File: src/common/memAccess_defines.svh
`ifndef MEM_ACCESS_DEFINES_SVH
`define MEM_ACCESS_DEFINES_SVH

// Width of data words and memory addresses
`define DATA_WIDTH 16

// Destination register index width
`define REG_ADDR_WIDTH 4

// Entries held by each handshake FIFO
`define FIFO_DEPTH 4

// Fixed memory size, also the end of its address window
`define FIXED_MEM_WORDS 1024

// Flash port address width, covers the whole fixed memory
`define FLASH_ADDR_WIDTH 10

`endif
File: src/common/lsOpPkg.sv
`include "memAccess_defines.svh"

package lsOpPkg;

    // Minor opcodes of the load/store path
    // Any other code is carried through the FIFO and dropped as a no-op
    typedef enum logic [3:0] {
        LS_LOAD  = 4'h0,
        LS_STORE = 4'h1
    } lsOpcode_t;

    // Addresses below the window bound live in the on-chip data memory,
    // everything above goes out through the IO port
    function automatic logic isFixedAddress(input logic [`DATA_WIDTH-1:0] address);
        logic inWindow;
        inWindow = (address < `FIXED_MEM_WORDS);
        return inWindow;
    endfunction

endpackage

File: src/common/memTypesPkg.sv
`include "memAccess_defines.svh"

package memTypesPkg;

    typedef logic [`DATA_WIDTH-1:0] dataWord_t;

    typedef logic [`REG_ADDR_WIDTH-1:0] regAddr_t;

    // One load or store as issued to the memory side
    typedef struct packed {
        lsOpPkg::lsOpcode_t opcode;
        dataWord_t          address;
        dataWord_t          storeValue;
        regAddr_t           destReg;
    } lsRequest_t;

    // Load result on its way to the register write port
    typedef struct packed {
        regAddr_t  destReg;
        dataWord_t data;
    } wbResult_t;

endpackage

File: src/loadStore/loadStoreUnit.sv
`timescale 1ns/1ns

module loadStoreUnit (
    input  logic                    clk,
    input  logic                    rstN,
    input  logic                    fifoOutReq,
    output logic                    fifoOutAck,
    input  memTypesPkg::lsRequest_t fifoOut,
    output logic                    memReq,
    input  logic                    memAck,
    output memTypesPkg::lsRequest_t memOut,
    output logic                    ioOutReq,
    input  logic                    ioOutAck,
    output memTypesPkg::lsRequest_t ioOut
);
    import memTypesPkg::*;
    import lsOpPkg::*;

    typedef enum logic [1:0] {
        LSU_IDLE,
        LSU_ROUTE,
        LSU_WAIT_ACK,
        LSU_RELEASE
    } lsuState_t;

    lsuState_t  state;
    lsRequest_t current;
    logic       isMemOp;

    assign isMemOp = (current.opcode == LS_LOAD) || (current.opcode == LS_STORE);

    // Held request drives both targets, only one req line is raised
    assign memOut = current;
    assign ioOut = current;

    always_ff @(posedge clk) begin
        if ((state == LSU_IDLE) && fifoOutReq && !fifoOutAck) begin
            current <= fifoOut;
        end
    end

    always_ff @(posedge clk or negedge rstN) begin
        if (!rstN) begin
            state      <= LSU_IDLE;
            fifoOutAck <= 1'b0;
            memReq     <= 1'b0;
            ioOutReq   <= 1'b0;
        end else begin
            // FIFO side closes its handshake independently of routing
            if ((state == LSU_IDLE) && fifoOutReq && !fifoOutAck) begin
                fifoOutAck <= 1'b1;
            end else if (fifoOutAck && !fifoOutReq) begin
                fifoOutAck <= 1'b0;
            end

            case (state)
                LSU_IDLE: begin
                    if (fifoOutReq && !fifoOutAck) begin
                        state <= LSU_ROUTE;
                    end
                end
                LSU_ROUTE: begin
                    if (!isMemOp) begin
                        state <= LSU_IDLE;
                    end else if (isFixedAddress(current.address)) begin
                        memReq <= 1'b1;
                        state  <= LSU_WAIT_ACK;
                    end else begin
                        ioOutReq <= 1'b1;
                        state    <= LSU_WAIT_ACK;
                    end
                end
                LSU_WAIT_ACK: begin
                    if ((memReq && memAck) || (ioOutReq && ioOutAck)) begin
                        memReq   <= 1'b0;
                        ioOutReq <= 1'b0;
                        state    <= LSU_RELEASE;
                    end
                end
                LSU_RELEASE: begin
                    // Target must drop its ack before the next request
                    if (!memAck && !ioOutAck) begin
                        state <= LSU_IDLE;
                    end
                end
                default: state <= LSU_IDLE;
            endcase
        end
    end

    oneTarget: assert property (@(posedge clk) disable iff (!rstN)
        !(memReq && ioOutReq))
        else $error("loadStoreUnit drove both targets");

    memReqHeld: assert property (@(posedge clk) disable iff (!rstN)
        (memReq && !memAck) |=> memReq)
        else $error("memReq fell before memAck");

    ioReqHeld: assert property (@(posedge clk) disable iff (!rstN)
        (ioOutReq && !ioOutAck) |=> ioOutReq)
        else $error("ioOutReq fell before ioOutAck");

endmodule

File: config.mk
export PLATFORM = sky130hd
export DESIGN_NAME = loadStoreUnit
export DESIGN_NICKNAME = d
export VERILOG_FILES = /design/src/common/lsOpPkg.sv /design/src/common/memTypesPkg.sv /design/src/loadStore/loadStoreUnit.sv
export VERILOG_INCLUDE_DIRS = /design/src /design/src/common
export SDC_FILE = /design/constraint.sdc
export NUM_CORES = 1
export LEC_CHECK = 0
export CAP_MARGIN = 20
export CORE_UTILIZATION = 45
export CTS_CLUSTER_SIZE = 30
export DETAILED_ROUTE_END_ITERATION = 8
export DONT_BUFFER_PORTS = 1
export PLACE_DENSITY = 0.67
export REMOVE_ABC_BUFFERS = 1
export SYNTH_ARGS = -nofsm -noshare
export SYNTH_HDL_FRONTEND = slang
export SYNTH_SLANG_ARGS = --single-unit
File: constraint.sdc
create_clock -name clk -period 16.4 [get_ports clk]
set_input_delay 1.64 -clock clk [delete_from_list [all_inputs] [get_ports clk]]
set_output_delay 1.64 -clock clk [all_outputs]
set_load 0.01 [all_outputs]
## Yosys cells after proc, flatten, opt, wreduce, memory -nomap -nowiden

Cells that the tools add are included.

- Muxes and demuxes: 14
- Equality and inequality tests: 10
- Order comparisons: 1
- Reduce and logical (&&, ||, !) cells: 20

Operators by type and width:

| cell | number |
|---|---|
| $lt A16 B11 Y1 const B | 1 |
| $ne A2 B2 Y1 const B | 5 |
| $mux W2 | 4 |
| $pmux W2 S4 | 1 |
| $reduce_and A4 Y1 | 2 |
| $logic_and A1 B1 Y1 | 7 |
| $mux W1 | 7 |
| $eq A2 B2 Y1 const B | 2 |
| $eq A4 B1 Y1 const B | 1 |
| $logic_not A1 Y1 | 4 |
| $logic_not A4 Y1 | 1 |
| $pmux W1 S2 | 2 |
| $reduce_bool A2 Y1 | 2 |
| $reduce_and A3 Y1 | 1 |
| $eq A2 B1 Y1 const B | 1 |
| $logic_not A2 Y1 | 1 |
| $logic_or A1 B1 Y1 | 2 |
| $ne A2 B1 Y1 const B | 1 |

- Logic and storage cells: 53
- Output and inout port bits: 83
- Input bits: 45
- Register bits after elaboration: 45

## Logic depth before layout (Yosys ltp)

- Depth in word-level cells: 4
- Gate-level depth with buffers: 3
- Depth with buffers taken out: 3

## Least setup slack after synthesis

Ideal clock, no wire load.

- Kind: input port to flip-flop
- From: input fifoOutReq
- To: register current, in the netlist ioOut[0] (enable)
- Library setup time: 0.555 ns
- Buffers on the path: 0
- Setup slack: 10.024 ns
- Data required time: 15.845 ns
- Stages on the path: 1
- Arrival time: 5.821 ns
- Path through: nor4b_1

- Longest elaborated chain between the ends: 2

Ends and longest elaborated chain:

| item | line | text |
|---|---|---|
| start: declaration | loadStoreUnit.sv:6 | `input logic fifoOutReq,` |
| $logic_and A1 B1 Y1 (2 in series) | loadStoreUnit.sv:37 | `if ((state == LSU_IDLE) && fifoOutReq && !fifoOutAck) begin` |
| end signal: assignment | loadStoreUnit.sv:38 | `current <= fifoOut;` |
| end: declaration | loadStoreUnit.sv:27 | `lsRequest_t current;` |

Every way passes these cells.
A chain may end at the register's enable or synchronous reset.

## Worst setup path after layout

- From: register current, in the netlist ioOut[39]
- To: output ioOut[39] in the netlist's numbering

RTL lines:

| item | line | text |
|---|---|---|
| end: declaration | loadStoreUnit.sv:14 | `output memTypesPkg::lsRequest_t ioOut` |

No word-level cell between the ends.

==> impl_results.md <==
- RSZ-0062 raised after global routing: false
- Placer Congestion: 0.613
- Setup TNS: 0 ns
- Seq cells post-synth: 45
- Avg WL per Cell: 21.8 µm
- Vias per cell: 5.62
- Critical path depth: 0
- FMAX: 0.407 GHz
- Total Routing Usage GR: 0.131
- First DRT Iteration DRCs: 46
- CTS hold repair buffers: 0
- Fin. max-slew vios: 0
- Final hold violation count: 0
- Core region area: 0.00372 mm²
- Commonest cells after routing, fill and taps aside: edfxtp_1, dfrtp_1, clkbuf_8
- Layout fillers: 314
- Area delta synth->final: -6.51%
- Worst setup skew after layout: 0.00626 ns
- DPL Wire Length: 1900 µm
- Area of placed instances: 0.00154 mm²
- Largest area contributor in the synthesized netlist: edfxtp_1
- Peak VDD IR: 0.0000858 V
- Critical Path AT: 0.81 ns
- Initial Util: 0.476
- Hold WS: 0.596 ns
- Max Cap Viol: 0
- Clk pin slew, worst setup/hold paths: 0.07 ns
- CTS tree: yes
- Die H: 64.7 µm
- CP endpoint kind: primary output
- Gr ovfl total: 0
- Final antenna-violating net count: 0
- Worst Tran Pin Value: 0.509 ns
- Crit share post-route: 0.150
- Hold-critical path depth: 1
- Final setup violating endpoints: 0
- Yosys cell types: 17
- Synthesized area per cell: 17.0 µm²
- Register-to-Register Path Depth: 2
- CTS resizes: 0
- Tightest Hold Check Type: register to register
- Std-Cell Rows: 22
- Dpl cells: 113
- Fin area: 0.00165 mm²
- TritonCTS buffer count: 5
- H-Tree Level Count: 2
- WP data required: 14.76 ns
- CP Launch Type: register
- Worst Path Max Fanout: 3
- Ports: 128
- Vias post-DR: 680
- Diodes inserted: 0
- DRT Pass-1 Iters: 3
- Top cells by area, synth: edfxtp_1, buf_4, dfrtp_1
- Sink Count: 45
- Area occupied by multi-input gates: 144 µm²
- Clock latency on the worst-skew pair: 0.29 ns
- Nets: 117
- Status: completed
- Commonest non-fill, non-tap cell in the layout: edfxtp_1
- First-pass GRT wire length: 3750 µm
- Tmin final: 2.45 ns
- Post-synth top area share: 0.679
- Clk root buf: clkbuf_8
- Post-CTS Setup Inserts: 0
- Leakage: 0.542 nW
- DRC errors left: 0
- Post-synthesis instance total: 104
- Syn. warnings: 0
- Vias in the first global route: 727
- Initial antenna violation count: 0
- Die Width: 64.7 µm
- Layout cells sized above 1: 0.164
- Seq/Total Area, Yosys: 0.750
- Die area: 0.00418 mm²
- FF/Latch Area: 0.00133 mm²
- Cell Count, Final, Fillers Out: 121
- Power Dens Cells: 177 mW/mm²
- Clock buffer depth: 2
- Synthesized area: 0.00177 mm²
- Port buffer count: 0
- Total power draw: 0.293 mW
- Largest net degree at the start of global routing: 42
- WL final: 2630 µm
- Rel. slew slack: 0.660
- WS Path Type: register to primary output
-- cell usage after synthesis --
cell and number:
nand2_1 2, nor4b_4 1, edfxtp_1 40, nor4b_1 1
nor2_1 2, o21a_1 1, o32a_2 1, inv_1 1
a22oi_1 2, a21boi_1 1, nor4_1 1, o21ai_0 3
a21o_1 1, dfrtp_1 5, a2bb2oi_2 1, buf_4 40
nand3_1 1
-- sequential cells by signal, indices dropped and copies added, names as in the netlist, named ones only --
register / flops
state: 1
memReq: 1
ioOut: 40
ioOutReq: 1
fifoOutAck: 1
-- final cells by class --
type	count	area share
Clock buffer	6	0.0439
Clock inverter	2	0.0235
Inverter	1	0.00227
Multi-Input combinational cell	18	0.0871
Sequential cell	45	0.802
Tap cell	48	0.0363
Timing Repair Buffer	1	0.00454
-- routing by layer --
layer / global-route usage / wire length (µm)
met5: 0 / 0
met4: 0.0639 / 31
met3: 0.0933 / 368
met2: 0.214 / 1410
met1: 0.122 / 827
-- where the power goes --
group          internal (mW)  switching, mW  leakage (nW)
clock network         0.0457         0.0345        0.0554
registers              0.154         0.0361         0.434
logic                0.00724         0.0148        0.0520
total                  0.207         0.0854         0.542
-- cells by family after synthesis --
group / after synthesis / share of synthesized area
AOI/OAI and AO/OA: 10 / 0.0446
buffers and inverters: 41 / 0.172
DFF: 45 / 0.750
and+or+nand+nor: 8 / 0.0333
-- per-stage QoR --
step | utilization | worst slack (ns)
after global placement | 0.415 | 13.77
after detailed placement | 0.415 | 13.74
after CTS | 0.445 | 13.93
after global routing | 0.445 | 13.90
after floorplan | - | 10.02
final | 0.445 | 13.95
-- final timing paths --
kind	from	to	slack (ns)
max	ioOut[39]$_DFFE_PP_	ioOut[39]	13.95
min	register	ioOutReq$_DFFE_PN0P_	0.60
max reg2reg	state[0]$_DFFE_PN0P_	ioOut[37]$_DFFE_PP_	14.81
min reg2reg	register	ioOutReq$_DFFE_PN0P_	0.60
max in group asynchronous	rstN	asynchronous set/reset pin	15.29
min in group asynchronous	rstN	fifoOutAck$_DFFE_PN0P_	1.04
Power figures use the tool's default switching activity.
