===== src/common/memAccess_defines.svh =====
`ifndef MEM_ACCESS_DEFINES_SVH
`define MEM_ACCESS_DEFINES_SVH

// Width of data words and memory addresses
`define DATA_WIDTH 16

// Destination register index width
`define REG_ADDR_WIDTH 4

// Entries held by each handshake FIFO
`define FIFO_DEPTH 4

// Fixed memory size, also the end of its address window
`define FIXED_MEM_WORDS 1024

// Flash port address width, covers the whole fixed memory
`define FLASH_ADDR_WIDTH 10

`endif

===== src/handshakeFifo.sv =====
`timescale 1ns/1ns
`include "memAccess_defines.svh"

module handshakeFifo #(
    parameter type payload_t = logic
) (
    input  logic     clk,
    input  logic     rstN,
    input  logic     inReq,
    output logic     inAck,
    input  payload_t inData,
    output logic     outReq,
    input  logic     outAck,
    output payload_t outData
);
    localparam int depth = `FIFO_DEPTH;
    localparam int ptrWidth = (depth > 1) ? $clog2(depth) : 1;
    localparam int countWidth = $clog2(depth + 1);

    payload_t              entries [depth];
    logic [ptrWidth-1:0]   wrPtr;
    logic [ptrWidth-1:0]   rdPtr;
    logic [countWidth-1:0] count;
    logic                  full;
    logic                  push;
    logic                  pop;

    function automatic logic [ptrWidth-1:0] nextPtr(input logic [ptrWidth-1:0] ptr);
        return (ptr == ptrWidth'(depth - 1)) ? '0 : ptr + 1'b1;
    endfunction

    assign full = (count == countWidth'(depth));
    // New entry only after the previous ack has been released
    assign push = inReq && !inAck && !full;
    // Head entry leaves once the sink has answered
    assign pop = outReq && outAck;
    assign outData = entries[rdPtr];

    always_ff @(posedge clk or negedge rstN) begin
        if (!rstN) begin
            inAck  <= 1'b0;
            outReq <= 1'b0;
            wrPtr  <= '0;
            rdPtr  <= '0;
            count  <= '0;
        end else begin
            if (push) begin
                inAck <= 1'b1;
                wrPtr <= nextPtr(wrPtr);
            end else if (inAck && !inReq) begin
                inAck <= 1'b0;
            end

            if (pop) begin
                outReq <= 1'b0;
                rdPtr  <= nextPtr(rdPtr);
            end else if (!outReq && !outAck && (count != '0)) begin
                outReq <= 1'b1;
            end

            case ({push, pop})
                2'b10:   count <= count + 1'b1;
                2'b01:   count <= count - 1'b1;
                default: count <= count;
            endcase
        end
    end

    always_ff @(posedge clk) begin
        if (push) begin
            entries[wrPtr] <= inData;
        end
    end

    // A write never lands on the unread head entry
    noWriteWhenFull: assert property (@(posedge clk) disable iff (!rstN)
        (push && (count != '0)) |-> (wrPtr != rdPtr))
        else $error("handshakeFifo wrote while full");

endmodule


===== config.mk =====
export PLATFORM = sky130hd
export DESIGN_NAME = handshakeFifo
export DESIGN_NICKNAME = d
export VERILOG_FILES = /design/src/handshakeFifo.sv
export VERILOG_INCLUDE_DIRS = /design/src /design/src/common
export SDC_FILE = /design/constraint.sdc
export NUM_CORES = 1
export LEC_CHECK = 0
export ABC_AREA = 1
export BUFFER_PORTS_ARGS = -buffer_cell sky130_fd_sc_hd__buf_2
export CORE_UTILIZATION = 30
export CTS_BUF_LIST = sky130_fd_sc_hd__clkbuf_4
export DETAILED_ROUTE_END_ITERATION = 10
export GPL_TIMING_DRIVEN = 1
export PLACE_DENSITY = 0.57
export SKIP_LAST_GASP = 1
export SYNTH_ARGS = -nofsm -noshare
export SYNTH_HDL_FRONTEND = slang
export SYNTH_SLANG_ARGS = --single-unit

===== constraint.sdc =====
create_clock -name clk -period 2.51 [get_ports clk]
set_input_delay 0 -clock clk [delete_from_list [all_inputs] [get_ports clk]]
set_output_delay 0 -clock clk [all_outputs]
set_load 0.02 [all_outputs]

Word-level counts from Yosys, hierarchy flattened. Memories as Yosys holds them, arrays and structs flattened. Cells that the tools add are included.

Add/sub/neg operators: 4. Multipliers: 0. Div/mod/pow operators: 0. Magnitude comparators: 0. Equality and inequality tests: 5. Shift operators: 0. Mux-type cells: 9. Bitwise gates (word level): 0. Reduce and logical (&&, ||, !) cells: 15.

Operators with widths (count): 2-bit == test (second input constant) (3); 1-bit logical AND (6); 1-bit two-way mux (6); 3-bit case mux with 2 select lines (1); 2-bit nonzero test (3); 1-bit zero test (5); 2-bit by 1-bit adder with 2-bit output (second input constant) (2); 2-bit two-way mux (2); 3-bit by 1-bit adder with 3-bit output (second input constant) (1); 3-bit == test (second input constant) (1); 3-bit nonzero test (1); 3-bit by 1-bit subtractor with 3-bit output (second input constant) (1); 2-bit by 1-bit == test with 1-bit output (second input constant) (1).

Register bits after elaboration: 9. Latch bits: 0. Memory bits (writable): 4. ROM bits: 0. Bits of input ports: 5. Output and inout bits: 3. Word-level logic and storage cells: 39. Memories: 1.

Memory list: entries (words 4, bits a word 1, rd ports 1, clocked after memory_dff 0, write ports 1, line handshakeFifo.sv:20) `payload_t entries [depth];`.

Logic depth before layout (Yosys ltp). Gate-level depths: netlist of run 1.

Depth after elaboration: 5. Gate-level depth with buffers: 11.

Worst setup path after synthesis of run 1. No wires, ideal clock.

Path kind: register to register. From: register count[1]. To: register count[2]. Arrival: 1.509 ns. Data required time: 2.393 ns. Path slack: 0.884 ns. Stages on the path, launching flop included: 11. Path buffers: 0. Period minus slack after synthesis: 1.626 ns. Cell sequence: dfrtp_1 nor2_2 nand2_2 nand2_4 ha_1 inv_1 fa_1 nand2_1 nand3_1 nand2_1 nand2_1.

Longest elaborated chain between the ends: 5. Elaborated cells on any way between the ends: 9.

RTL lines: from (decl) (line handshakeFifo.sv:23) `logic [countWidth-1:0] count;`; from (signal assigned) (line handshakeFifo.sv:62) `2'b10: count <= count + 1'b1;`; from (signal assigned) (line handshakeFifo.sv:63) `2'b01: count <= count - 1'b1;`; from (signal assigned) (line handshakeFifo.sv:64) `default: count <= count;`; 3-bit == test (line handshakeFifo.sv:32) `assign full = (count == countWidth'(depth));`; 1-bit zero test (line handshakeFifo.sv:34) `assign push = inReq && !inAck && !full;`; 1-bit logical AND (line handshakeFifo.sv:34); 2-bit by 1-bit == test with 1-bit output or 2-bit == test (tied branches) (line handshakeFifo.sv:61) `case ({push, pop})`; 3-bit case mux with 2 select lines or 2-bit nonzero test (tied branches).

Parallel ways exist; a longest one is shown, timed or not. A chain may end at the register's enable or synchronous reset.

Final worst setup path of run 1. Ends and elaborated chain as after synthesis.

==> results of run 1 <==
state kept, by name (all words and copies together) (netlist names):
| name | count |
|---|---|
| count | 3 |
| entries | 4 |
| inAck | 1 |
| outReq | 1 |
| rdPtr | 2 |
| wrPtr | 2 |
cell type report:
type	count	area [µm²]	area share, %
Sequential cell	13	345.3	41.26
Multi-Input combinational cell	48	291.5	34.83
Timing Repair Buffer	11	75.07	8.969
Inverter	16	60.06	7.175
Tap cell	28	35.03	4.185
Clock buffer	4	30.03	3.587
synthesized netlist by cell type:
master | number | area, µm²
o211ai_1 | 1 | 7.510
nand2_4 | 1 | 11.26
a21oi_1 | 1 | 5.000
dfrtp_1 | 9 | 225.2
nand4_1 | 1 | 6.260
xnor2_1 | 1 | 8.760
nand2_1 | 20 | 75.07
edfxtp_1 | 4 | 120.1
inv_1 | 16 | 60.06
nand3_1 | 3 | 15.01
nor2_1 | 7 | 26.28
nor2_2 | 1 | 6.260
ha_1 | 6 | 75.07
nand2_2 | 1 | 6.260
nor2_4 | 1 | 11.26
fa_1 | 1 | 20.02
a21o_1 | 1 | 7.510
o21ai_0 | 2 | 10.01
power by group through the flow:
stage          clock network [mW]  logic, mW  registers [mW]
2_1_floorplan                   0      0.272           0.373
3_3_place_gp                    0      0.356           0.373
3_5_place_dp                    0      0.361           0.374
4_1_cts                     0.144      0.372           0.371
5_1_grt                     0.156      0.429           0.381
6_report                    0.140      0.366           0.370
metrics by stage:
| stage | power, mW | util, % | worst slack [ps] | hold WS (ps) | instance area [µm²] |
|---|---|---|---|---|---|
| 5_1_grt | 0.9657 | 38.21 | 617.2 | 99.62 | 837.1 |
| 2_1_floorplan | 0.6452 | - | 884.0 | -295.6 | 696.9 |
| 3_5_place_dp | 0.7351 | 35.01 | 764.5 | -136.6 | 767.0 |
| 6_report | 0.8763 | 38.21 | 753.7 | 91.70 | 837.1 |
| 3_3_place_gp | 0.7290 | 35.01 | 812.7 | -135.7 | 767.0 |
| 4_1_cts | 0.8865 | 38.21 | 753.6 | 98.29 | 837.1 |
worst paths after layout:
path,start,to,slack [ps],cells past startpoint
setup / recovery,count[1],count[2],750,10
min in group clk,outAck,outReq,420,3
setup reg to reg,count[1],count[2],750,10
hold / removal,rstN,outReq,90,2
max in group asynchronous,rstN,rdPtr[0],2240,2
hold reg to reg,count[0],count[0],530,1
layer usage:
layer / track usage (%) / vias up / wire (µm) / share of wire (%)
li1: - / 266 / - / -
met1: 11.90 / 230 / 526 / 50
met2: 14.44 / 9 / 441 / 42
met3: 6.364 / 4 / 58 / 5.5
met4: 4.286 / 0 / 23 / 2.2
met5: 0 / - / 0 / 0
layout by cell type, fill, tap and decap left out, drive strengths merged, types with 2 or more instances in the layout:
cell type,count
dfrtp,9
nand2,22
nor2,9
clkbuf,4
inv,16
ha,6
o21ai,2
nand3,3
edfxtp,4
dlygate4sd3,4
buf,7
kinds of logic (layout without fill, tap and decap cells):
kind of cell,Yosys count,count (layout),synth area share (%)
AO/OA/AOI/OAI,5,5,4.309
XOR/XNOR,1,1,1.257
adder cells (fa/ha/maj),7,7,13.64
buffers and inverters,16,31,8.618
flip-flops,13,13,49.55
AND/OR/NAND/NOR,35,35,22.62
==> summary.txt, run 1 <==
Outcome
  • Status: complete, no violations

Detailed routing
  • First drt pass iteration count: 3
  • Via density: 4.242
  • Via Count: 509
  • Total wire length: 1.048 mm
  • First DRT Iteration DRCs: 3
  • DRC viols: 0
  • WL per Instance: 8.733 µm
  • Post-route ant nets: 0

Floorplanning
  • Number of top-level pins: 8
  • Core Footprint: 0.002191 mm²
  • Die Span Y: 50.20 µm
  • Total die area: 0.002520 mm²
  • Starting Density: 31.81%
  • Num rows: 17
  • Horiz. Die Dim: 50.20 µm

CTS
  • Post-CTS Setup Inserts: 0
  • CTS root buf: clkbuf_4
  • Htree depth: 1
  • CTS Buf Count: 3
  • Post-CTS sizing: 0
  • Clock buffer depth: 2
  • Worst skew pair latency: 280 ps
  • Clock transition at path regs: 80 ps
  • CTS tree: done
  • Post-CTS Hold Fix Bufs: 4
  • Sink Count: 13

Synth
  • Sequential share of the synthesized area: 49.55%
  • Syn_nets: 89
  • Cell area after synthesis: 696.9 µm²
  • Avg Cell Area, Syn: 9.051 µm²
  • Yosys cell types: 18
  • Yosys reg bits: 13
  • Cells after Synth: 77
  • Yosys warns: 0

Finish
  • Nets: 105
  • # diodes: 0
  • Area Growth Syn to Fin: 20.11%
  • Layout cells sized above 1: 16.30%
  • Non-filler cells, final: 120
  • Fill cell count: 230

Critical path
  • Worst path required time: 2690 ps
  • CP startpoint kind: flop
  • Cell family with most CP delay: simple AND/OR/NAND/NOR gates
  • Crit-path max cell delay: 400 ps
  • CP max FO: 8
  • Worst endpoint data arrival time: 1930 ps
  • Crit-path cells: nor2_2 -> nand2_2 -> nand2_4 -> ha_1 -> inv_1 -> fa_1 -> nand2_1 -> nand3_1 -> nand2_1 -> nand2_1
  • Endpoint class of the critical path: flop
  • CP bufs+invs: 1
  • Most used cell, CP: nand2_1
  • WS Path Type: reg -> reg
  • Worst path slowest cell: dfrtp_1

Timing
  • Final setup viols: 0
  • Relative slew slack: 85.96%
  • F_max: 0.5694 GHz
  • Unrepaired setup endpoints after global routing: false
  • Max-slew violations: 0
  • Final TNS setup: 0 ps
  • Worst-case clock skew: 2.478 ps
  • Worst Tran Pin Value: 210.6 ps
  • Tcrit/Tclk final: 69.97%
  • Endpoints failing hold: 0
  • Crit path time final: 1756 ps

Power
  • Maximum vdd drop: 0.5688 mV
  • NetSw: 0.3585 mW
  • Sw Share: 40.91%
  • Static leakage: 0.4339 nW
  • P per Cell Area: 1047 mW/mm²
  • P_int: 0.5179 mW
  • Part of the power in the clock network: 16.0%
  • Combinational cell fraction of total power: 41.8%
  • Flop pwr share: 42.2%

Global route
  • Largest net degree at the start of global routing: 10
  • First-pass GRT wire length: 1.766 mm
  • GRT Residual Overflow: 0
  • Initial antenna violation count: 0
  • Vias in the first global route: 428
  • GRT Total Usage: 10.11%

Placed design
  • Buffers on Ports: 7
  • DP HPWL: 805.2 µm
  • GP Congestion: 0.7051
  • Dpl cells: 112

Worst hold path
  • Hold Path Class: in -> async

Job
  • Max-cap violations: 0
Power figures use the tool's default switching activity.
==> inputs of run 2 (changes only) <==
--- a/config.mk
+++ b/config.mk
@@ -12,7 +12,7 @@
 export CTS_BUF_LIST = sky130_fd_sc_hd__clkbuf_4
 export DETAILED_ROUTE_END_ITERATION = 10
 export GPL_TIMING_DRIVEN = 1
-export PLACE_DENSITY = 0.57
+export PLACE_DENSITY = 0.58
 export SKIP_LAST_GASP = 1
 export SYNTH_ARGS = -nofsm -noshare
 export SYNTH_HDL_FRONTEND = slang
==> constraint.sdc (replaced) <==
create_clock -name clk -period 1.55 [get_ports clk]
set_input_delay 0 -clock clk [delete_from_list [all_inputs] [get_ports clk]]
set_output_delay 0 -clock clk [all_outputs]
set_load 0.02 [all_outputs]
==> run 2 against run 1 <==
Against the previous run: the run now ends with setup timing left; maximum frequency increased by 8.4%; register-to-register slack got worse by 820 ps; clock power increased by 61%; combinational power increased by 130%; final area increased by 13%; critical path type unchanged; largest power group is now combinational cells.
==> summary.txt, run 2 (synthesis gave the netlist of run 1 again) <==
Outcome
  • Status: finished, violations left (was complete, no violations)
  • Failing checks: setup timing

Detailed routing
  • WL per Instance: 9.656 µm (was 8.733 µm)
  • Post-route ant nets: 0 (unchanged)
  • Met3 wire length: 66 µm (was 58 µm)
  • Met2 routed WL: 610 µm (was 441 µm)
  • First DRT Iteration DRCs: 9 (was 3)
  • Max layer used: met4 (unchanged)
  • Met1 Wirelength: 573 µm (was 526 µm)
  • Via Count: 547 (was 509)
  • Total wire length: 1.265 mm (was 1.048 mm)
  • DRC viols: 0 (unchanged)
  • First drt pass iteration count: 4 (was 3)
  • Via density: 4.176 (was 4.242)

Finish
  • Reg with most FFs: entries (unchanged)
  • Layout cells sized above 1: 33.01% (was 16.30%)
  • Most common cell after layout, fill and taps aside: nand2_1 (unchanged)
  • Most frequent cells in the layout: 18 x nand2_1, 14 x inv_1, 11 x buf_4, 8 x dfrtp_1 (was 20 x nand2_1, 16 x inv_1, 9 x dfrtp_1, 7 x nor2_1, 7 x buf_2)
  • Nets: 116 (was 105)
  • Final core occ: 43.29% (was 38.21%)
  • Fill cell count: 211 (was 230)
  • Area Growth Syn to Fin: 36.09% (was 20.11%)
  • Top Registers: entries x4, count x3 (unchanged)
  • # diodes: 0 (unchanged)
  • Largest register FFs: 4 (unchanged)

Power
  • Static leakage: 0.4858 nW (was 0.4339 nW)
  • Sw Share: 39.22% (was 40.91%)
  • Combinational cell fraction of total power: 50.8% (was 41.8%)
  • NetSw: 0.6586 mW (was 0.3585 mW)
  • Part of the power in the clock network: 13.5% (was 16.0%)
  • Maximum vdd drop: 1.104 mV (was 0.5688 mV)
  • P per Cell Area: 1771 mW/mm² (was 1047 mW/mm²)
  • Flop pwr share: 35.7% (was 42.2%)
  • P_int: 1.021 mW (was 0.5179 mW)

Timing
  • Relative slew slack: 86.55% (was 85.96%)
  • Worst Tran Pin Value: 201.8 ps (was 210.6 ps)
  • Final setup viols: 2 (was 0)
  • Max-slew violations: 0 (unchanged)
  • Worst-case clock skew: 10.82 ps (was 2.478 ps)
  • Crit path time final: 1620 ps (was 1756 ps)
  • F_max: 0.6171 GHz (was 0.5694 GHz)
  • Unrepaired setup endpoints after global routing: true (was false)
  • Setup slack after layout: -70.47 ps (was 753.7 ps)
  • Final TNS setup: -108.4 ps (was 0 ps)
  • Tcrit/Tclk final: 104.5% (was 69.97%)
  • Endpoints failing hold: 0 (unchanged)

Floorplanning
  • Horiz. Die Dim: 50.20 µm (unchanged)
  • Die Span Y: 50.20 µm (unchanged)
  • Starting Density: 31.81% (unchanged)
  • Number of top-level pins: 8 (unchanged)
  • Total die area: 0.002520 mm² (unchanged)
  • Num rows: 17 (unchanged)
  • Core Footprint: 0.002191 mm² (unchanged)

CTS
  • Worst skew pair latency: 280 ps (about the same)
  • Clock buffer depth: 2 (unchanged)
  • CTS root buf: clkbuf_4 (unchanged)
  • CTS tree: done (unchanged)
  • CTS Buf Count: 3 (unchanged)
  • Clock transition at path regs: 80 ps (about the same)
  • Htree depth: 1 (unchanged)
  • Sink Count: 13 (unchanged)

Placed design
  • GP Congestion: 0.8083 (was 0.7051)
  • Buffers on Ports: 7 (unchanged)
  • DP HPWL: 863.4 µm (was 805.2 µm)

Global route
  • GRT Residual Overflow: 0 (unchanged)
  • GRT Total Usage: 12.36% (was 10.11%)
  • First-pass GRT wire length: 2.290 mm (was 1.766 mm)
  • Largest net degree at the start of global routing: 10 (unchanged)
  • Initial antenna violation count: 0 (unchanged)
  • Vias in the first global route: 545 (was 428)

Worst hold path
  • Hold Path Class: in -> async (unchanged)

Job
  • Max-cap violations: 0 (unchanged)

Critical path
  • CP max FO: 2 (was 8)
  • WS Path Type: reg -> reg (unchanged)
  • CP startpoint kind: flop (unchanged)
  • Endpoint class of the critical path: flop (unchanged)
  • R2r worst-path depth: 10 (unchanged)
  • Worst endpoint data arrival time: 1800 ps (was 1930 ps)
  • Worst path required time: 1730 ps (was 2690 ps)
-- run 2: cell count changes in the layout (fill, tap and decap cells not counted), moves of 2 or more --
cell and delta:
buf_4 +11, inv_1 -2, nand2_1 -2, nand2_2 +2
-- run 2: power by group through the flow --
stage / combinational, mW / clock (mW) / sequential, mW
global placement: 0.668 / 0 / 0.598
detailed placement: 0.694 / 0 / 0.603
CTS: 0.804 / 0.232 / 0.595
floorplan: 0.468 / 0 / 0.607
global route: 0.968 / 0.252 / 0.616
finish: 0.853 / 0.226 / 0.600
-- run 2: layout make-up --
cell class / instances / area (µm²) / share of cell area, %
flip-flops and latches: 13 / 346.6 / 36.54
multi-input cells: 48 / 316.6 / 33.38
inverters: 16 / 62.56 / 6.596
clock buffers: 4 / 30.03 / 3.166
well taps: 28 / 35.03 / 3.694
repair buffers: 22 / 157.7 / 16.62
-- run 2: timing repair --
action                                 CTS  global route
gates cloned                             0             0
setup endpoints to repair                2             2
hold buffers                             4             0
endpoints found under the hold margin   15             0
pin swaps                                1             6
setup buffers                            5             2
resized for setup                        1             4
-- run 2: critical path, stage by stage, from the launching register on --
cell	delay (ps)
dfrtp_1	400
nor2_2	150
nand2_2	90
nand2_4	70
ha_4	140
inv_4	40
fa_2	370
nand2_2	90
nand3_2	60
nand2_1	50
nand2_1	50
-- run 2: metrics by stage --
step | area (µm²) | cells | hold WS (ps) | worst slack, ps | power, mW
after floorplan | 713.2 | 77 | -295.6 | -1.979 | 1.075
after global placement | 813.3 | 116 | -134.1 | -7.975 | 1.266
after detailed placement | 813.3 | 116 | -138.1 | -21.29 | 1.298
after CTS | 923.4 | 129 | 100.9 | 1.128 | 1.632
after global routing | 948.4 | 131 | 113.3 | -162.5 | 1.836
final | 948.4 | 131 | 90.00 | -70.47 | 1.679
-- run 2: layer usage --
layer / track usage [%] / vias to the layer above
met5: 0 / -
li1: - / 287
met3: 5.455 / 2
met1: 14.40 / 247
met2: 20.00 / 11
met4: 4.286 / 0
-- run 2: final timing paths --
kind	start	endpoint	slack [ps]
setup / recovery	count[0]	count[2]	-70
hold / removal	rstN	count[0]	90
setup reg to reg	count[0]	count[2]	-70
hold reg to reg	inAck	inAck	540
max in group asynchronous	rstN	inAck	1270
min in group clk	outAck	outReq	430
