==> config.mk <==
export PLATFORM = sky130hd
export DESIGN_NAME = memWritebackArbiter
export DESIGN_NICKNAME = d
export VERILOG_FILES = /design/src/common/lsOpPkg.sv /design/src/common/memTypesPkg.sv /design/src/memWritebackArbiter.sv
export VERILOG_INCLUDE_DIRS = /design/src /design/src/common
export SDC_FILE = /design/constraint.sdc
export NUM_CORES = 1
export LEC_CHECK = 0
export BUFFER_PORTS_ARGS = -buffer_cell sky130_fd_sc_hd__buf_4
export CAP_MARGIN = 20
export CORE_ASPECT_RATIO = 0.75
export CORE_MARGIN = 8
export CORE_UTILIZATION = 37
export CTS_CLUSTER_DIAMETER = 50
export DETAILED_ROUTE_END_ITERATION = 10
export GPL_ROUTABILITY_DRIVEN = 0
export GPL_TIMING_DRIVEN = 1
export PLACE_DENSITY_LB_ADDON = 0.12
export SLEW_MARGIN = 20
export SYNTH_ARGS = -nofsm -noshare
export SYNTH_HDL_FRONTEND = slang
export SYNTH_SLANG_ARGS = --single-unit
==> constraint.sdc <==
create_clock -name clk -period 2.3 [get_ports clk]
set_input_delay 0.46 -clock clk [delete_from_list [all_inputs] [get_ports clk]]
set_output_delay 0.46 -clock clk [all_outputs]
set_load 0.1 [all_outputs]
==> src/common/memAccess_defines.svh <==
`ifndef MEM_ACCESS_DEFINES_SVH
`define MEM_ACCESS_DEFINES_SVH

// Width of data words and memory addresses
`define DATA_WIDTH 16

// Destination register index width
`define REG_ADDR_WIDTH 4

// Entries held by each handshake FIFO
`define FIFO_DEPTH 4

// Fixed memory size, also the end of its address window
`define FIXED_MEM_WORDS 1024

// Flash port address width, covers the whole fixed memory
`define FLASH_ADDR_WIDTH 10

`endif
==> src/common/lsOpPkg.sv <==
`include "memAccess_defines.svh"

package lsOpPkg;

    // Minor opcodes of the load/store path
    // Any other code is carried through the FIFO and dropped as a no-op
    typedef enum logic [3:0] {
        LS_LOAD  = 4'h0,
        LS_STORE = 4'h1
    } lsOpcode_t;

    // Addresses below the window bound live in the on-chip data memory,
    // everything above goes out through the IO port
    function automatic logic isFixedAddress(input logic [`DATA_WIDTH-1:0] address);
        logic inWindow;
        inWindow = (address < `FIXED_MEM_WORDS);
        return inWindow;
    endfunction

endpackage

==> src/common/memTypesPkg.sv <==
`include "memAccess_defines.svh"

package memTypesPkg;

    typedef logic [`DATA_WIDTH-1:0] dataWord_t;

    typedef logic [`REG_ADDR_WIDTH-1:0] regAddr_t;

    // One load or store as issued to the memory side
    typedef struct packed {
        lsOpPkg::lsOpcode_t opcode;
        dataWord_t          address;
        dataWord_t          storeValue;
        regAddr_t           destReg;
    } lsRequest_t;

    // Load result on its way to the register write port
    typedef struct packed {
        regAddr_t  destReg;
        dataWord_t data;
    } wbResult_t;

endpackage

==> src/memWritebackArbiter.sv <==
`timescale 1ns/1ns

module memWritebackArbiter (
    input  logic                   clk,
    input  logic                   rstN,
    input  logic                   fixedRetReq,
    output logic                   fixedRetAck,
    input  memTypesPkg::wbResult_t fixedRet,
    input  logic                   ioInReq,
    output logic                   ioInAck,
    input  memTypesPkg::wbResult_t ioIn,
    output logic                   regWriteEn,
    output memTypesPkg::wbResult_t regWrite
);
    import memTypesPkg::*;

    logic idle;
    logic grantFixed;
    logic grantIo;
    logic writePending;

    // One handshake at a time, both acks must be released first
    assign idle = !fixedRetAck && !ioInAck;
    // Fixed memory wins when both sources are waiting
    assign grantFixed = idle && fixedRetReq;
    assign grantIo = idle && !fixedRetReq && ioInReq;

    always_ff @(posedge clk) begin
        if (grantFixed) begin
            regWrite <= fixedRet;
        end else if (grantIo) begin
            regWrite <= ioIn;
        end
    end

    always_ff @(posedge clk or negedge rstN) begin
        if (!rstN) begin
            fixedRetAck  <= 1'b0;
            ioInAck      <= 1'b0;
            writePending <= 1'b0;
            regWriteEn   <= 1'b0;
        end else begin
            if (grantFixed) begin
                fixedRetAck <= 1'b1;
            end else if (fixedRetAck && !fixedRetReq) begin
                fixedRetAck <= 1'b0;
            end

            if (grantIo) begin
                ioInAck <= 1'b1;
            end else if (ioInAck && !ioInReq) begin
                ioInAck <= 1'b0;
            end

            // Register write follows the winning ack by one cycle
            writePending <= grantFixed || grantIo;
            regWriteEn   <= writePending;
        end
    end

    singleGrant: assert property (@(posedge clk) disable iff (!rstN)
        !(fixedRetAck && ioInAck))
        else $error("arbiter acked both sources");

endmodule

Word level (Yosys, flattened, before mapping) --
Index checks and enable logic that the tools add are counted.
Storage, ports and cells: register bits 24
Cells by class: reduce and logical (&&, ||, !) cells 14, mux-type cells 6
Operators with widths (number):
- 20-bit 2-to-1 mux | 2
- 1-bit logical AND | 6
- 2-bit nonzero test | 3
- 1-bit logical NOT | 4
- 1-bit 2-to-1 mux | 4
- 1-bit logical OR | 1

Logic depth before layout (Yosys ltp) --
Gate-level depths: netlist of run 1.
depth after elaboration 6, depth in mapped cells 3, gate-level depth less buffers 2

Least setup slack after synthesis of run 1 --
Ideal clock, no wire load.
path kind reg-to-reg, from reg ioInAck, to reg regWrite[0] (netlist name) (enable), slack -0.542 ns, path buffers 0, required time 1.876 ns, arrival time 2.418 ns, stages on the path, launching flop included 2, cells stage by stage dfrtp_1 -> nor3_1
Between the ends: word-level cells in the longest chain between the ends 5
RTL lines:
- start, declared | RTL line memWritebackArbiter.sv:10 | output logic ioInAck,
- start signal, assigned | RTL line memWritebackArbiter.sv:39 | ioInAck <= 1'b0;
- start signal, assigned | RTL line memWritebackArbiter.sv:50 | ioInAck <= 1'b1;
- start signal, assigned | RTL line memWritebackArbiter.sv:52 | ioInAck <= 1'b0;
- 1-bit logical NOT * | RTL line memWritebackArbiter.sv:23 | assign idle = !fixedRetAck && !ioInAck;
- 1-bit logical AND * | RTL line memWritebackArbiter.sv:23
- 1-bit logical AND (2 in series) | RTL line memWritebackArbiter.sv:26 | assign grantIo = idle && !fixedRetReq && ioInReq;
- 2-bit nonzero test (no source line) *
- end signal, assigned | RTL line memWritebackArbiter.sv:30 | regWrite <= fixedRet;
- end signal, assigned | RTL line memWritebackArbiter.sv:32 | regWrite <= ioIn;
- end, declared | RTL line memWritebackArbiter.sv:13 | output memTypesPkg::wbResult_t regWrite
Mark *: on every way between the ends. The rest lies on a longest branch, timed or not. A chain may end at the register's enable or synchronous reset.

Worst setup path in the final report of run 1 --
from reg fixedRetAck, to reg regWrite[12] (netlist name), data pin
Between the ends: word-level cells in the longest chain between the ends 4
RTL lines:
- start, declared | RTL line memWritebackArbiter.sv:7 | output logic fixedRetAck,
- start signal, assigned | RTL line memWritebackArbiter.sv:38 | fixedRetAck <= 1'b0;
- start signal, assigned | RTL line memWritebackArbiter.sv:44 | fixedRetAck <= 1'b1;
- start signal, assigned | RTL line memWritebackArbiter.sv:46 | fixedRetAck <= 1'b0;
- 1-bit logical NOT | RTL line memWritebackArbiter.sv:23
- 1-bit logical AND | RTL line memWritebackArbiter.sv:23
- 1-bit logical AND | RTL line memWritebackArbiter.sv:25 | assign grantFixed = idle && fixedRetReq;
- 20-bit 2-to-1 mux | RTL line memWritebackArbiter.sv:29 | if (grantFixed) begin
No other way between the ends.

==> results.cfg, run 1 <==
[clock_network]
tritoncts = done
worstSkewPairLatency_ns = 0.26
cts_root_buffer = clkbuf_8
htreeDepth = 1
clockBufferDepth = 2
clock_sinks = 24
post-cts-setup-buffer-count = 0
clk_pin_slew_ns = 0.08
cts_buffers = 3
cts_resized = 0

[cells_and_area]
fin_cells = 163
insertedDiodeCount = 0
n_fill_cell = 236
nets = 170
drive_above_1_share = 0.7520
syn_to_final_growth_pct = 56.76

[synthesis]
synth_area_um2 = 1074
synth_cell_types = 10
ys_top_cells_by_count = edfxtp_1 (20), mux2_4 (20), dfrtp_1 (4)
synth_top_area_share = 0.5594
synth_fp_nets = 97
ys_seq_elements = 24
ys_seq_area_frac = 0.6527
synthFlopType = edfxtp_1
ys.warnings.count = 0
synth_area_per_cell_um2 = 20.26
synth.area.top_cells = edfxtp_1 (56%), mux2_4 (28%), dfrtp_1 (9.3%)
async_reset_ff_frac = 0.1667
yosysTopAreaCell = edfxtp_1
postSynthCellCount = 53
synth_edf_count = 20

[floorplanning]
core.rowCount = 17
start_util = 0.3766
ios = 67
dieArea_um2 = 4899
floorplan.core_area_um2 = 2850
fp.dieH_um = 62.65
fp.dieW_um = 78.20

[sta]
rsz0062_at_grt = no
slew_headroom = 0.7535
timing.fmax_ghz = 0.6119
slew_viol_final = 0
worstMarginPinSlew_ns = 0.3698
min_period_over_period = 0.7106
hold_ws_ns = 0.3511
hold_viol_final = 0
finalClockSkew_ns = 0.005737
tns_ns = 0
setup_ws_ns = 0.6657
setup_viol = 0
min_period_ns = 1.634

[detailed_routing]
dr_total_vias = 698
routed.top_layer = met4
detailedRoute.firstIterationViolations = 9
dr_wl_met3_um = 173
drt_wl_total_mm = 2.336
drt_pre_antenna_iters = 2
vias_per_cell = 4.282
drtAntennaViolNets = 0
drc = 0
wl_met2_mm = 1.201
wl_per_cell_um = 14.33
met1Wirelength_um = 928

[critical_path]
arrival_ns = 1.65
cp.buffers_inverters = 1
reg2reg_to = regWrite[12]
ff2ff_setup_slack_ns = 0.67
path_cells = nor3b_4, buf_4, mux2_4
worstSetupPathType = reg2reg
cpMaxStageDelayCell = dfrtp_1
max_stage_delay_ns = 0.47
critPathLaunchType = flop
rr_worst_depth = 3
cp_top_family = flip-flops
r2r-start = fixedRetAck
worstPathRequired_ns = 2.31
crit_path_end_kind = flop
crit_path_max_fanout = 20

[global_routing]
grt_max_degree = 21
antenna_found_initial = 0
grt.overflow.total = 0
grt_pass1_vias = 822
grt_pass1_wl_mm = 3.746
track_usage = 0.09508

[run_status]
status = completed

[hold_path]
min_to = regWriteEn
worstHoldStart = writePending
hold_path_depth = 0
hold_path.class = reg2reg

[placed_design]
port_buffers = 66
placed_cells = 158
dpl_worst_slack_ns = 0.6055

[power]
p_leak_uw = 0.0007709
combPwrFrac = 0.361
max-vdd-ir-drop_v = 0.0002788
power_frac_clock = 0.203
internal-power_uw = 785.0
p_sw_frac = 0.3538
power_frac_seq = 0.436
p_per_area_nw_per_um2 = 721.9
p_sw_uw = 429.8

[job]
drv_cap = 0
registers in the layout (all words and copies together), names as in the netlist:
register,cells
ioInAck,1
fixedRetAck,1
regWrite,20
regWriteEn,1
writePending,1
power by group through the flow:
| stage | Sequential, µW | Clock (µW) | Combinational (µW) |
|---|---|---|---|
| CTS | 531 | 257 | 444 |
| global route | 534 | 273 | 454 |
| finish | 530 | 246 | 439 |
| global placement | 540 | 0 | 438 |
| floorplan | 777 | 0 | 84.3 |
| detailed placement | 541 | 0 | 442 |
metrics by stage:
step                      instance area [µm²]    util  power (µW)
after floorplan                          1079       -       861.1
after global placement                   1628  0.5711       977.6
after detailed placement                 1628  0.5711       982.4
after CTS                                1683  0.5904        1232
after global routing                     1683  0.5904        1261
final                                    1683  0.5904        1215
layout by cell type, fill, tap and decap left out:
master / instances
buf_4: 69
mux2_4: 20
edfxtp_1: 20
dfrtp_1: 4
clkbuf_8: 3
nor2_1: 2
nor3b_4: 1
nor3_4: 1
inv_1: 1
a21boi_0: 1
o21a_1: 1
clkbuf_1: 1
dlygate4sd3_1: 1
worst max-delay path by stage:
stage | slack (ns) | startpoint | depth (start not counted) | to
5_1_grt | 0.62 | fixedRetAck | 3 | regWrite[12]
2_1_floorplan | 0.08 | fixedRetAck | 1 | regWrite[0]
3_3_place_gp | 0.63 | fixedRetReq | 4 | regWrite[0]
6_report | 0.67 | fixedRetAck | 3 | regWrite[12]
3_5_place_dp | 0.61 | fixedRetReq | 4 | regWrite[14]
4_1_cts | 0.65 | fixedRetAck | 3 | regWrite[12]
per-layer routing:
metal  global-route usage  vias to the layer above
li1                     -                      345
met1              0.09520                      321
met2               0.1662                       30
met3              0.03305                        2
met4              0.05530                        0
met5                    0                        -
repair_timing:
| item | 4_1_cts | 5_1_grt |
|---|---|---|
| setup endpoints to repair | 0 | 0 |
| endpoints found under the hold margin | 4 | 0 |
| hold buffers | 1 | 0 |
final cells by class:
type / count / area [µm²] / area share
multi-input cells: 26 / 357.8 / 0.2126
repair buffers: 70 / 528.0 / 0.3138
well taps: 38 / 47.55 / 0.02825
flip-flops and latches: 24 / 700.7 / 0.4164
clock buffers: 4 / 45.04 / 0.02677
inverters: 1 / 3.754 / 0.002230
kinds of logic (layout without fill, tap and decap cells):
logic type / Yosys count / count (layout) / share of synthesized area
AND/OR/NAND/NOR: 4 / 4 / 0.02914
flip-flops: 24 / 24 / 0.6527
buffers and inverters: 3 / 75 / 0.02447
multiplexers: 20 / 20 / 0.2797
AO/OA/AOI/OAI: 2 / 2 / 0.01399
Note: power is estimated with default switching activity, not from simulation.
==> inputs of run 2 (changes only) <==
==> constraint.sdc (replaced) <==
create_clock -name clk -period 1.4 [get_ports clk]
set_input_delay 0.28 -clock clk [delete_from_list [all_inputs] [get_ports clk]]
set_output_delay 0.28 -clock clk [all_outputs]
set_load 0.1 [all_outputs]
==> run 2 against run 1 <==
  * The run now ends with negative setup slack left
  * First-iteration DRC count is 130% higher
  * Clock skew is 0.0023 ns lower
  * Register-to-register slack worse by 0.79 ns
  * Total power is 83% higher
  * Sequential share of layout area is 1.7 points lower
  * Largest cell class unchanged
  * Highest routed layer unchanged
==> results.cfg, run 2 (synthesis results as in run 1) <==
[critical_path]
path_depth = 3
cpMaxStageDelayCell = dfrtp_4
crit_path_max_fanout = 20
r2r-start = fixedRetAck
worstPathRequired_ns = 1.42
max_stage_delay_ns = 0.49
worstSetupPathType = reg2reg
cp.buffers_inverters = 1
arrival_ns = 1.54
rr_worst_depth = 3
path_cells = nor3b_4, buf_12, mux2_4
reg2reg_to = regWrite[19]
critPathLaunchType = flop
crit_path_end_kind = flop
cp_top_family = flip-flops
ff2ff_setup_slack_ns = -0.13

[placed_design]
hpwl_mm = 1.923
placed_cell_area_um2 = 1668
placed_cells = 159
port_buffers = 66

[clock_network]
cts_root_buffer = clkbuf_8
clock_sinks = 24
clk_pin_slew_ns = 0.08
cts_buffers = 3
post-cts-setup-buffer-count = 0
worstSkewPairLatency_ns = 0.26
htreeDepth = 1
clockBufferDepth = 2
tritoncts = done

[global_routing]
grtUsageMet1 = 0.09589
track_usage = 0.09920
busiest_layer = met2
grt_pass1_wl_mm = 3.933
antenna_found_initial = 0
grt_max_degree = 22
grt_pass1_vias = 831
grt.overflow.total = 0
gr-usage-met3 = 0.04167
grtUsageMet2 = 0.1827

[hold_path]
min_to = ioInAck
worstHoldStart = ioInReq
hold_path_depth = 2
hold_path.class = in2reg

[sta]
rsz0062_at_grt = yes
slew_headroom = 0.8115
min_period_over_period = 1.090
worstMarginPinSlew_ns = 0.2851
min_period_ns = 1.526
timing.fmax_ghz = 0.6553
finalClockSkew_ns = 0.003482
hold_viol_final = 0
setup_ws_ns = -0.1261
setup_viol = 20
slew_viol_final = 0
hold_ws_ns = 0.2306

[detailed_routing]
drt_pre_antenna_iters = 3
detailedRoute.firstIterationViolations = 21
drtAntennaViolNets = 0
vias_per_cell = 4.384
drc = 0
drt_wl_total_mm = 2.396
dr_total_vias = 719
wl_per_cell_um = 14.61

[floorplanning]
fp.dieW_um = 78.20
core.rowCount = 17
dieArea_um2 = 4899
start_util = 0.3766
fp.dieH_um = 62.65
floorplan.core_area_um2 = 2850
ios = 67

[run_status]
violations = negative setup slack
status = finished, violations left

[cells_and_area]
largest_reg_flops = 20
layout_commonest_cell = buf_4
insertedDiodeCount = 0
layout_common_cells = buf_4 (66), mux2_4 (20), edfxtp_1 (20), buf_12 (4), clkbuf_8 (3)
nets = 171
regMostFlops = regWrite
fin_cells = 164
drive_above_1_share = 0.7778
finish.instance_area_um2 = 1774
fin_util = 0.6225
syn_to_final_growth_pct = 65.27

[power]
max-vdd-ir-drop_v = 0.0007281
p_per_area_nw_per_um2 = 1254
p_leak_uw = 0.0008015

[job]
drv_cap = 0
run 2: changes by cell type in the layout (fill, tap and decap cells not counted), sizes merged:
cell | before | now
clkbuf | 4 | 3
buf | 69 | 70
bufinv | 0 | 1
run 2: worst max-delay path by stage:
stage,start,end
finish,fixedRetAck,regWrite[19]
detailed placement,fixedRetAck,regWrite[19]
global route,fixedRetAck,regWrite[15]
global placement,fixedRetAck,regWrite[5]
CTS,fixedRetAck,regWrite[19]
floorplan,ioInAck,regWrite[0]
run 2: area by class of cell:
class	instances	area, µm²
inverters	1	3.754
repair buffers	71	585.6
clock inverters	1	30.03
flip-flops and latches	24	708.2
multi-input cells	26	357.8
clock buffers	3	41.29
well taps	38	47.55
fillers	230	1076
run 2: power by group:
part	leakage [µW]	switching (µW)	internal [µW]	total [µW]
clock	0.0000357	215	382	597
sequential	0.000238	17.8	851	869
combinational	0.000528	495	263	758
total	0.000801	728	1500	2220
run 2: what timing repair did:
action                                  in CTS  in global routing
hold buffers                                 1                  0
hold endpoints to repair                     4                  0
endpoints found under the setup margin      22                 22
resized for setup                            2                  4
run 2: metrics by stage:
step | power, µW | setup slack [ns] | setup TNS (ns)
after floorplan | 1421 | -0.2428 | -9.672
after global placement | 1626 | -0.08881 | -1.742
after detailed placement | 1636 | -0.1129 | -2.064
after CTS | 2235 | -0.1383 | -2.542
after global routing | 2291 | -0.1614 | -2.959
final | 2224 | -0.1261 | -2.268
run 2: routing by layer:
layer  routed length, µm  share of wire  vias up
li1                    -              -      345
met1                 871           0.36      343
met2                1334           0.56       29
met3                 164          0.068        2
met4                  27          0.011        0
met5                   0              0        -
==> inputs of run 3 (changes only) <==
--- a/config.mk
+++ b/config.mk
@@ -10,7 +10,7 @@
 export CAP_MARGIN = 20
 export CORE_ASPECT_RATIO = 0.75
 export CORE_MARGIN = 8
-export CORE_UTILIZATION = 37
+export CORE_UTILIZATION = 45
 export CTS_CLUSTER_DIAMETER = 50
 export DETAILED_ROUTE_END_ITERATION = 10
 export GPL_ROUTABILITY_DRIVEN = 0
==> constraint.sdc (replaced) <==
create_clock -name clk -period 1.9 [get_ports clk]
set_input_delay 0.38 -clock clk [delete_from_list [all_inputs] [get_ports clk]]
set_output_delay 0.38 -clock clk [all_outputs]
set_load 0.1 [all_outputs]
==> run 3 against run 2 <==
  * The flow now finishes without violations
  * Flip-flop and latch count unchanged
  * Sequential power down 26%
  * Register-to-register slack gained 0.52 ns
  * Routed wire length increased by 1.5%
  * Clock skew about the same
  * Sequential share of layout area up 2.4 points
  * Critical path type is now reg2out
  * Highest routed layer unchanged
==> results.cfg, run 3 (synthesis results as in run 1) <==
[cells_and_area]
syn_to_final_growth_pct = 54.66
finish.instance_area_um2 = 1660
largest_reg_flops = 20
insertedDiodeCount = 0
fin_cells = 159
regMostFlops = regWrite
layout_common_cells = buf_4 (69), mux2_4 (20), edfxtp_1 (20), clkbuf_4 (3), dfrtp_1 (3)
layout_commonest_cell = buf_4
nets = 170
drive_above_1_share = 0.7600

[global_routing]
track_usage = 0.1193
grt_max_degree = 22
grt_pass1_vias = 774
grt_pass1_wl_mm = 3.781
grt.overflow.total = 0
antenna_found_initial = 0

[job]
drv_cap = 0

[critical_path]
worstSetupPathType = reg2out
crit_path_end_kind = output pin
crit_path_max_fanout = 5
rr_worst_depth = 3
cp.buffers_inverters = 1
cp_top_family = flip-flops
reg2reg_to = regWrite[12]
ff2ff_setup_slack_ns = 0.39
r2r-start = fixedRetAck
worstPathRequired_ns = 1.52
cpMaxStageDelayCell = dfrtp_1
max_stage_delay_ns = 0.51
path_cells = buf_4
arrival_ns = 1.17
critPathLaunchType = flop

[placed_design]
placed_cell_area_um2 = 1624
placed_cells = 154
port_buffers = 66
hpwl_mm = 1.986

[sta]
hold_viol_final = 0
setup_viol = 0
min_period_over_period = 0.8177
finalClockSkew_ns = 0.003148
worstMarginPinSlew_ns = 0.2738
hold_ws_ns = 0.2745
tns_ns = 0
rsz0062_at_grt = no
slew_headroom = 0.8175
timing.fmax_ghz = 0.6437
min_period_ns = 1.554
slew_viol_final = 0

[clock_network]
cts_root_buffer = clkbuf_4
clockBufferDepth = 2
tritoncts = done
clock_sinks = 24
worstSkewPairLatency_ns = 0.32
cts_buffers = 3
clk_pin_slew_ns = 0.12
htreeDepth = 1
post-cts-setup-buffer-count = 0

[detailed_routing]
drtAntennaViolNets = 0
vias_per_cell = 4.415
wl_per_cell_um = 15.29
drt_wl_total_mm = 2.431
dr_total_vias = 702
drc = 0
drt_pre_antenna_iters = 3
detailedRoute.firstIterationViolations = 40

[power]
p_leak_uw = 0.0007617
max-vdd-ir-drop_v = 0.0004567
p_per_area_nw_per_um2 = 845.7

[floorplanning]
start_util = 0.4689
core.rowCount = 15
fp.dieW_um = 72.40
dieArea_um2 = 4221
fp.dieH_um = 58.30
floorplan.core_area_um2 = 2290
ios = 67

[hold_path]
min_to = ioInAck
worstHoldStart = ioInReq
hold_path.class = in2reg
hold_path_depth = 2

[run_status]
status = completed
[run 3: cell type report]
cell class	count	area [µm²]
flip-flops and latches	24	701.9
fillers	172	629.4
repair buffers	70	528.0
multi-input cells	26	357.8
well taps	34	42.54
clock buffers	4	26.28
inverters	1	3.754
[run 3: worst max-delay path by stage]
| stage | start | to | slack [ns] | cells after the start |
|---|---|---|---|---|
| final | fixedRetAck | fixedRetAck | 0.35 | 1 |
| after global routing | fixedRetAck | fixedRetAck | 0.30 | 1 |
| after CTS | fixedRetAck | fixedRetAck | 0.33 | 1 |
| after detailed placement | fixedRetAck | regWrite[6] | 0.39 | 3 |
| after global placement | fixedRetAck | regWrite[0] | 0.42 | 3 |
| after floorplan | fixedRetAck | regWrite[0] | 0.003 | 1 |
[run 3: per-layer routing]
metal / global-route usage / wire length (µm)
met1: 0.1174 / 834
met2: 0.2208 / 1379
met3: 0.05424 / 191
met4: 0.03409 / 26
met5: 0 / 0
[run 3: through the flow]
stage          worst slack, ns    util  power [µW]
2_1_floorplan         0.003337       -        1045
3_3_place_gp            0.4181  0.7093        1182
3_5_place_dp            0.3935  0.7093        1189
4_1_cts                 0.3284  0.7251        1419
5_1_grt                 0.2960  0.7251        1454
6_report                0.3464  0.7251        1404
[run 3: report_power, final]
part / switching (µW) / total (µW) / internal [µW]
registers: 16.9 / 642 / 626
clock network: 148 / 231 / 82.3
logic: 357 / 531 / 175
total: 522 / 1400 / 882
[run 3: what timing repair did]
action / 4_1_cts / 5_1_grt
endpoints found under the hold margin: 4 / 0
hold buffers: 1 / 0
resized for setup: 0 / 0
setup endpoints to repair: 0 / 0
